$ cat src/source/dcache_consts.svh
// --------------------------------------
// geometry of the two-way data cache
// one 64-bit word per line, 64 sets
// tag, index and offset widths must add
// up to the address width
// --------------------------------------
`ifndef DCACHE_CONSTS_SVH
`define DCACHE_CONSTS_SVH

`define DCACHE_ADDR_W   64
`define DCACHE_DATA_W   64
`define DCACHE_STRB_W   8
`define DCACHE_SETS     64
`define DCACHE_INDEX_W  6
`define DCACHE_OFFSET_W 3
`define DCACHE_TAG_W    55
`define DCACHE_AGE_W    3
`define DCACHE_AGE_MAX  7

`endif

$ cat src/source/dcache_addr_pkg.sv
// --------------------------------------
// address fields and data types
// offset bits are never stored
// --------------------------------------
`default_nettype none

`include "dcache_consts.svh"

package dcache_addr_pkg;

    typedef logic [`DCACHE_ADDR_W-1:0]  addr_t;
    typedef logic [`DCACHE_DATA_W-1:0]  word_t;
    typedef logic [`DCACHE_STRB_W-1:0]  strb_t;
    typedef logic [`DCACHE_TAG_W-1:0]   tag_t;
    typedef logic [`DCACHE_INDEX_W-1:0] index_t;
    typedef logic                       way_t;
    typedef logic [`DCACHE_AGE_W-1:0]   age_t;

endpackage

`default_nettype wire

$ cat src/source/dcache_ctrl_pkg.sv
// --------------------------------------
// controller states and the kinds of
// request seen on the memory side
// --------------------------------------
`default_nettype none

package dcache_ctrl_pkg;

    // single request port, reads and writes share one path
    typedef enum logic [2:0] {
        ST_IDLE,
        ST_LOOKUP,
        ST_COMPARE,
        ST_RESP,
        ST_WRITEBACK,
        ST_REFILL
    } ctrl_state_t;

    typedef enum logic {MEM_REFILL, MEM_WRITEBACK} mem_kind_t;

endpackage

`default_nettype wire

$ cat src/source/dcache_way_if.sv
// --------------------------------------
// controller to tag and data store link
// store outputs are valid one cycle
// after the index is presented
// --------------------------------------
`timescale 1ns/1ps
`default_nettype none

interface dcache_way_if;

    dcache_addr_pkg::index_t index;
    dcache_addr_pkg::tag_t   tag;
    dcache_addr_pkg::word_t  wdata;
    dcache_addr_pkg::strb_t  strb;
    logic                    fill_en;
    dcache_addr_pkg::word_t  fill_data;
    logic                    hit_wr_en;
    logic                    touch_en;

    logic                    hit;
    dcache_addr_pkg::way_t   hit_way;
    dcache_addr_pkg::way_t   victim_way;
    logic                    victim_dirty;
    dcache_addr_pkg::tag_t   victim_tag;

    dcache_addr_pkg::word_t  rdata;
    dcache_addr_pkg::word_t  victim_data;

    modport ctrl (
        output index, tag, wdata, strb, fill_en, fill_data, hit_wr_en, touch_en,
        input  hit, victim_dirty, victim_tag, rdata, victim_data
    );

    modport tags (
        input  index, tag, fill_en, hit_wr_en,
        output hit, hit_way, victim_way, victim_dirty, victim_tag
    );

    modport data (
        input  index, wdata, strb, fill_en, fill_data, hit_wr_en, hit_way, victim_way,
        output rdata, victim_data
    );

endinterface

`default_nettype wire

$ cat src/source/dcache_ctrl_fsm.sv
// --------------------------------------
// request capture and miss handling
// one request in flight at a time
// a miss always returns to LOOKUP, so
// the response comes from a hit
// --------------------------------------
`timescale 1ns/1ps
`default_nettype none

`include "dcache_consts.svh"

module dcache_ctrl_fsm (
    input  logic                       clk,
    input  logic                       arst_n_i,
    input  logic                       req_valid_i,
    input  logic                       req_we_i,
    input  dcache_addr_pkg::addr_t     req_addr_i,
    input  dcache_addr_pkg::word_t     req_wdata_i,
    input  dcache_addr_pkg::strb_t     req_strb_i,
    input  logic                       mem_ready_i,
    input  dcache_addr_pkg::word_t     mem_rdata_i,
    output logic                       req_ready_o,
    output logic                       resp_valid_o,
    output dcache_addr_pkg::word_t     resp_rdata_o,
    output logic                       mem_req_valid_o,
    output dcache_ctrl_pkg::mem_kind_t mem_req_kind_o,
    output dcache_addr_pkg::addr_t     mem_req_addr_o,
    output dcache_addr_pkg::word_t     mem_req_wdata_o,
    dcache_way_if.ctrl                 way_if
);

    dcache_ctrl_pkg::ctrl_state_t state_q;
    dcache_ctrl_pkg::ctrl_state_t state_d;

    logic                   we_q;
    dcache_addr_pkg::addr_t addr_q;
    dcache_addr_pkg::word_t wdata_q;
    dcache_addr_pkg::strb_t strb_q;

    always_ff @(posedge clk or negedge arst_n_i) begin
        if (!arst_n_i) begin
            state_q <= dcache_ctrl_pkg::ST_IDLE;
        end else begin
            state_q <= state_d;
        end
    end

    // request payload, only loaded on acceptance
    always_ff @(posedge clk) begin
        if (req_ready_o && req_valid_i) begin
            we_q    <= req_we_i;
            addr_q  <= req_addr_i;
            wdata_q <= req_wdata_i;
            strb_q  <= req_strb_i;
        end
    end

    always_comb begin
        state_d = state_q;
        case (state_q)
            dcache_ctrl_pkg::ST_IDLE: begin
                if (req_valid_i) begin
                    state_d = dcache_ctrl_pkg::ST_LOOKUP;
                end
            end
            dcache_ctrl_pkg::ST_LOOKUP: state_d = dcache_ctrl_pkg::ST_COMPARE;
            dcache_ctrl_pkg::ST_COMPARE: begin
                if (way_if.hit) begin
                    state_d = dcache_ctrl_pkg::ST_RESP;
                end else if (way_if.victim_dirty) begin
                    state_d = dcache_ctrl_pkg::ST_WRITEBACK;
                end else begin
                    state_d = dcache_ctrl_pkg::ST_REFILL;
                end
            end
            dcache_ctrl_pkg::ST_RESP: state_d = dcache_ctrl_pkg::ST_IDLE;
            dcache_ctrl_pkg::ST_WRITEBACK: begin
                if (mem_ready_i) begin
                    state_d = dcache_ctrl_pkg::ST_REFILL;
                end
            end
            dcache_ctrl_pkg::ST_REFILL: begin
                if (mem_ready_i) begin
                    state_d = dcache_ctrl_pkg::ST_LOOKUP;
                end
            end
            default: state_d = dcache_ctrl_pkg::ST_IDLE;
        endcase
    end

    assign way_if.index     = addr_q[`DCACHE_OFFSET_W +: `DCACHE_INDEX_W];
    assign way_if.tag       = addr_q[`DCACHE_ADDR_W-1 -: `DCACHE_TAG_W];
    assign way_if.wdata     = wdata_q;
    assign way_if.strb      = strb_q;
    assign way_if.touch_en  = (state_q == dcache_ctrl_pkg::ST_COMPARE) && way_if.hit;
    assign way_if.hit_wr_en = way_if.touch_en && we_q;
    assign way_if.fill_en   = (state_q == dcache_ctrl_pkg::ST_REFILL) && mem_ready_i;
    assign way_if.fill_data = mem_rdata_i;

    assign req_ready_o  = (state_q == dcache_ctrl_pkg::ST_IDLE);
    assign resp_valid_o = (state_q == dcache_ctrl_pkg::ST_RESP);
    assign resp_rdata_o = (resp_valid_o && !we_q) ? way_if.rdata : '0;

    assign mem_req_valid_o = (state_q == dcache_ctrl_pkg::ST_WRITEBACK) ||
                             (state_q == dcache_ctrl_pkg::ST_REFILL);

    // victim address is rebuilt from its own tag, not the request
    always_comb begin
        if (state_q == dcache_ctrl_pkg::ST_WRITEBACK) begin
            mem_req_kind_o  = dcache_ctrl_pkg::MEM_WRITEBACK;
            mem_req_addr_o  = {way_if.victim_tag, way_if.index, {`DCACHE_OFFSET_W{1'b0}}};
            mem_req_wdata_o = way_if.victim_data;
        end else begin
            mem_req_kind_o  = dcache_ctrl_pkg::MEM_REFILL;
            mem_req_addr_o  = {addr_q[`DCACHE_ADDR_W-1:`DCACHE_OFFSET_W],
                               {`DCACHE_OFFSET_W{1'b0}}};
            mem_req_wdata_o = '0;
        end
    end

endmodule

`default_nettype wire

$ cat src/flat_wrapper.sv
// flat-port wrapper written by rule: the top's interface ports become plain ports
module dcache_ctrl_fsm_flat 
  (clk, arst_n_i, req_valid_i, req_we_i, req_addr_i, req_wdata_i, req_strb_i, mem_ready_i, mem_rdata_i, req_ready_o, resp_valid_o, resp_rdata_o, mem_req_valid_o, mem_req_kind_o, mem_req_addr_o, mem_req_wdata_o, way_if_index, way_if_tag, way_if_wdata, way_if_strb, way_if_fill_en, way_if_fill_data, way_if_hit_wr_en, way_if_touch_en, way_if_hit, way_if_victim_dirty, way_if_victim_tag, way_if_rdata, way_if_victim_data);
  dcache_way_if way_if_i ();
  input  logic clk;
  input  logic arst_n_i;
  input  logic req_valid_i;
  input  logic req_we_i;
  input  dcache_addr_pkg::addr_t req_addr_i;
  input  dcache_addr_pkg::word_t req_wdata_i;
  input  dcache_addr_pkg::strb_t req_strb_i;
  input  logic mem_ready_i;
  input  dcache_addr_pkg::word_t mem_rdata_i;
  output logic req_ready_o;
  output logic resp_valid_o;
  output dcache_addr_pkg::word_t resp_rdata_o;
  output logic mem_req_valid_o;
  output dcache_ctrl_pkg::mem_kind_t mem_req_kind_o;
  output dcache_addr_pkg::addr_t mem_req_addr_o;
  output dcache_addr_pkg::word_t mem_req_wdata_o;
  output wire logic [$bits(way_if_i.index)-1:0] way_if_index;
  output wire logic [$bits(way_if_i.tag)-1:0] way_if_tag;
  output wire logic [$bits(way_if_i.wdata)-1:0] way_if_wdata;
  output wire logic [$bits(way_if_i.strb)-1:0] way_if_strb;
  output wire logic [$bits(way_if_i.fill_en)-1:0] way_if_fill_en;
  output wire logic [$bits(way_if_i.fill_data)-1:0] way_if_fill_data;
  output wire logic [$bits(way_if_i.hit_wr_en)-1:0] way_if_hit_wr_en;
  output wire logic [$bits(way_if_i.touch_en)-1:0] way_if_touch_en;
  input wire logic [$bits(way_if_i.hit)-1:0] way_if_hit;
  input wire logic [$bits(way_if_i.victim_dirty)-1:0] way_if_victim_dirty;
  input wire logic [$bits(way_if_i.victim_tag)-1:0] way_if_victim_tag;
  input wire logic [$bits(way_if_i.rdata)-1:0] way_if_rdata;
  input wire logic [$bits(way_if_i.victim_data)-1:0] way_if_victim_data;
  assign way_if_index = way_if_i.index;
  assign way_if_tag = way_if_i.tag;
  assign way_if_wdata = way_if_i.wdata;
  assign way_if_strb = way_if_i.strb;
  assign way_if_fill_en = way_if_i.fill_en;
  assign way_if_fill_data = way_if_i.fill_data;
  assign way_if_hit_wr_en = way_if_i.hit_wr_en;
  assign way_if_touch_en = way_if_i.touch_en;
  assign way_if_i.hit = way_if_hit;
  assign way_if_i.victim_dirty = way_if_victim_dirty;
  assign way_if_i.victim_tag = way_if_victim_tag;
  assign way_if_i.rdata = way_if_rdata;
  assign way_if_i.victim_data = way_if_victim_data;
  dcache_ctrl_fsm u_core (.clk(clk), .arst_n_i(arst_n_i), .req_valid_i(req_valid_i), .req_we_i(req_we_i), .req_addr_i(req_addr_i), .req_wdata_i(req_wdata_i), .req_strb_i(req_strb_i), .mem_ready_i(mem_ready_i), .mem_rdata_i(mem_rdata_i), .req_ready_o(req_ready_o), .resp_valid_o(resp_valid_o), .resp_rdata_o(resp_rdata_o), .mem_req_valid_o(mem_req_valid_o), .mem_req_kind_o(mem_req_kind_o), .mem_req_addr_o(mem_req_addr_o), .mem_req_wdata_o(mem_req_wdata_o), .way_if(way_if_i));
endmodule
$ cat config.mk
export PLATFORM = sky130hd
export DESIGN_NAME = dcache_ctrl_fsm_flat
export DESIGN_NICKNAME = d
export VERILOG_FILES = /design/src/source/dcache_addr_pkg.sv /design/src/source/dcache_ctrl_pkg.sv /design/src/source/dcache_way_if.sv /design/src/source/dcache_ctrl_fsm.sv /design/src/flat_wrapper.sv
export VERILOG_INCLUDE_DIRS = /design/src /design/src/source
export SDC_FILE = /design/constraint.sdc
export NUM_CORES = 1
export LEC_CHECK = 0
export BUFFER_PORTS_ARGS = -buffer_cell sky130_fd_sc_hd__buf_2
export CAP_MARGIN = 20
export CORE_AREA = 2 2 302 304
export DETAILED_ROUTE_END_ITERATION = 7
export DIE_AREA = 0 0 304 306
export GPL_TIMING_DRIVEN = 0
export SETUP_SLACK_MARGIN = 0.05
export SYNTH_ARGS = -nofsm -noshare
export SYNTH_HDL_FRONTEND = slang
export SYNTH_SLANG_ARGS = --single-unit
$ cat constraint.sdc
create_clock -name clk -period 5.83 [get_ports clk]
set_input_delay 1.166 -clock clk [delete_from_list [all_inputs] [get_ports clk]]
set_output_delay 1.166 -clock clk [all_outputs]
set_load 0.05 [all_outputs]
Word-level counts from Yosys, hierarchy flattened --
Cells that the tools add are included.
Storage, ports and cells: output and inout port bits 396, logic and storage cells 32, register bits after elaboration 140, bits of input ports 390
Cells by class: reductions and logical operators 9, equal/unequal tests 8, muxes and demuxes 10
Operator list (number):
- $mux 64 | 3
- $pmux 3 s5 | 1
- $mux 3 | 4
- $eq 3x2->1 const B | 2
- $eq 3x3->1 const B | 2
- $ne 2x2->1 const B | 3
- $logic_and 1x1->1 | 5
- $eq 3x1->1 const B | 1
- $logic_not 3->1 | 1
- $reduce_and 3->1 | 1
- $mux 1 | 2
- $logic_not 1->1 | 1
- $logic_or 1x1->1 | 1

Logic depth before layout (Yosys ltp) --
word-level depth 3, depth in mapped cells 5, depth with buffers taken out 2

Least setup slack after synthesis --
No wires, ideal clock.
path kind reg2reg, start point reg u_core.state_q[1], end point reg u_core.addr_q[10] (enable), setup slack 0.415 ns, arrival 4.907 ns, data required time 5.322 ns, cell stages (with the launch flop) 4, setup time 0.508 ns, clock period less this slack 5.415 ns, path buffers 1, cell sequence dfrtp_1 -> clkbuf_1 -> nor3_1 -> and2_1
Between the ends: longest elaborated chain between the ends 2
RTL lines:
- from (decl) | RTL line dcache_ctrl_fsm.sv:32 | dcache_ctrl_pkg::ctrl_state_t state_q;
- from (signal assigned) | RTL line dcache_ctrl_fsm.sv:42 | state_q <= dcache_ctrl_pkg::ST_IDLE;
- from (signal assigned) | RTL line dcache_ctrl_fsm.sv:44 | state_q <= state_d;
- $logic_not 3->1 | RTL line dcache_ctrl_fsm.sv:100 | assign req_ready_o = (state_q == dcache_ctrl_pkg::ST_IDLE);
- named net req_ready_o | RTL line flat_wrapper.sv:14 | output logic req_ready_o;
- $logic_and 1x1->1 | RTL line dcache_ctrl_fsm.sv:50 | if (req_ready_o && req_valid_i) begin
- to (signal assigned) | RTL line dcache_ctrl_fsm.sv:52 | addr_q <= req_addr_i;
- to (decl) | RTL line dcache_ctrl_fsm.sv:36 | dcache_addr_pkg::addr_t addr_q;
The timed path passes the listed nets, and every way through them passes these cells. A chain may end at the register's enable or synchronous reset.

Final worst setup path --
start point reg u_core.state_q[0], end point out mem_req_wdata_o[6]
Between the ends: longest elaborated chain between the ends 2
RTL lines:
- $eq 3x3->1 | RTL line dcache_ctrl_fsm.sv:109 | if (state_q == dcache_ctrl_pkg::ST_WRITEBACK) begin
- $mux 64 | RTL line dcache_ctrl_fsm.sv:109
- to (decl) | RTL line flat_wrapper.sv:20 | output dcache_addr_pkg::word_t mem_req_wdata_o;
No other way between the ends.

==> results_dict.tcl <==
set metrics [dict create \
    startpoint_type "register" \
    routedWlPerCell_um 28.4 \
    rows 110 \
    fin_crit_ns 4.05 \
    core_mm2 0.0896 \
    clockRootBuffer "clkbuf_16" \
    drv_cap 0 \
    finalHoldViolations 0 \
    dpl.hpwl_mm 63.9 \
    vias_per_cell 2.82 \
    synthTopCellsByArea "edfxtp_1 (63%), and2_1 (13%), buf_4 (8.8%)" \
    gp_congestion 0.837 \
    ff2ff_path_depth 4 \
    first_pass_iters 4 \
    clk_latency_ns 0.46 \
    p_per_area_mw_per_mm2 460 \
    layout.cells.non_filler 2410 \
    cts.repair.resized 0 \
    setup_violations 0 \
    syn_area_mm2 0.00634 \
    pin_count 786 \
    yosys_warnings 0 \
    yosysTopAreaCell "edfxtp_1" \
    globalRouteTotalUtil_pct 14.2 \
    synth_cell_type_count 27 \
    antenna_left 0 \
    cts_hold_buffers 0 \
    nets 1564 \
    antenna_found_initial 122 \
    place_area_mm2 0.0115 \
    drc 0 \
    pre_cts_slack_ns 2.11 \
    dieHeight_um 306 \
    grt.overflow.total 0 \
    fin_skew_ns 0.0169 \
    cts_buffers 17 \
    timing.slew.headroom_pct 52.4 \
    grt_pass1_wl_mm 81.9 \
    tritoncts "done" \
    first_iter_violations 241 \
    synth_area_per_cell_um2 14.5 \
    fmax_ghz 0.247 \
    dieArea_mm2 0.0930 \
    layout_commonest_cell "buf_2" \
    status "finished, final reports clean" \
    cp_max_fo 10 \
    start_util_pct 7.08 \
    rsz0062_at_grt "false" \
    cts_sinks 137 \
    place_inst 2331 \
    timing.hold.ws_ns 0.492 \
    leakagePower_nw 5.68 \
    fin_crit_sh_pct 69.5 \
    critPathKind "reg -> out" \
    drive_gt1_share_pct 73.8 \
    path_clk_slew_ns 0.08 \
    ir_drop_mv 0.320 \
    vias 6797 \
    final_util_pct 13.5 \
    grt_pass1_vias 6575 \
    ctsHtreeMaxLevel 4 \
    final_cell_mix "buf_2 (721), edfxtp_1 (134), and2_1 (128)" \
    grt_max_degree 48 \
    seq_area_frac_synth_pct 64.7 \
    drt-total-wl_mm 68.4 \
    fp.dieW_um 304 \
    cts_setup_buffers 0 \
    end_kind "output pin" \
    synth_top_area_share_pct 63.5 \
    synth-seq-cells 137 \
    design_area_mm2 0.0121 \
    hold_class "in -> async" \
    io_buffers 715 \
    area_delta_synth_final_pct 91.3 \
    p_total_mw 5.57 \
    cts_max_path_buffers 2 \
    slew_violations 0 \
    fin_ws_ns 1.78 \
    tightest_slew_ns 0.713 \
    required_ns 4.66 \
    timing.critical_path.arrival_ns 2.89 \
    fin_setup_tns_ns 0 \
    synth_cells 436 \
]
cells in the mapped netlist, drive strengths merged:
library cell and instances:
edfxtp 134, and2 129, buf 83, mux2 55
clkbuf 12, dfrtp 3, and3 2, nand3b 2
or2 2, a211o 1, a21oi 1, a32o 1
and3b 1, and4 1, and4bb 1, conb 1
inv 1, nand2b 1, nor2 1, nor2b 1
nor3 1, nor3b 1, nor4b 1
worst paths after layout:
check / to / from / slack (ns)
setup reg to reg: u_core.addr_q[21] / u_core.state_q[1] / 3.60
hold / removal: u_core.state_q[0] / arst_n_i / 0.49
max in group asynchronous: u_core.state_q[1] / arst_n_i / 5.23
setup / recovery: mem_req_wdata_o[6] / u_core.state_q[0] / 1.78
min in group clk: u_core.state_q[1] / u_core.state_q[2] / 0.55
hold reg to reg: u_core.state_q[1] / u_core.state_q[2] / 0.55
worst max-delay path, stage by stage (launching register included):
cell and delay [ns]:
dfrtp_1 0.36, buf_2 0.17, nor3b_2 0.62, buf_4 0.38, clkbuf_2 0.22, and2_1 0.28
buf_2 0.36
area by class of cell:
class | count | area [um2]
timing repair buffer | 717 | 3630
antenna | 47 | 118
sequential | 137 | 4100
clock inverter | 15 | 128
clock buffer | 17 | 425
buffer | 95 | 671
multi-input combinational | 205 | 1580
inverter | 1 | 3.75
fill | 10213 | 77500
tap | 1176 | 1470
per-layer routing:
metal	up-vias	track usage, %	routed length (um)
met2	551	24.1	32100
met1	3013	13.7	23200
met5	-	0	559
li1	2987	-	-
met3	162	10.8	10900
met4	84	2.70	1580
flip-flops by register name, summed over array words and instances, names as in the netlist:
name	count
u_core.state_q	3
u_core.way_if.strb	8
u_core.we_q	1
u_core.addr_q	61
u_core.way_if.wdata	64
where the power goes:
group | internal (mW) | leakage [nW] | switching [mW] | total (mW)
Sequential | 1.34 | 1.28 | 0.0683 | 1.41
Clock | 0.558 | 0.257 | 0.513 | 1.07
Combinational | 0.651 | 4.14 | 2.44 | 3.09
cell families after synthesis:
| logic type | Yosys count | share of synthesized area [%] |
|---|---|---|
| multiplexers | 55 | 9.77 |
| buffers and inverters | 96 | 10.6 |
| AND/OR/NAND/NOR | 144 | 14.5 |
| AO/OA/AOI/OAI | 3 | 0.375 |
| flip-flops | 137 | 64.7 |
| other | 1 | 0.0591 |
(Power assumes the default switching activity.)
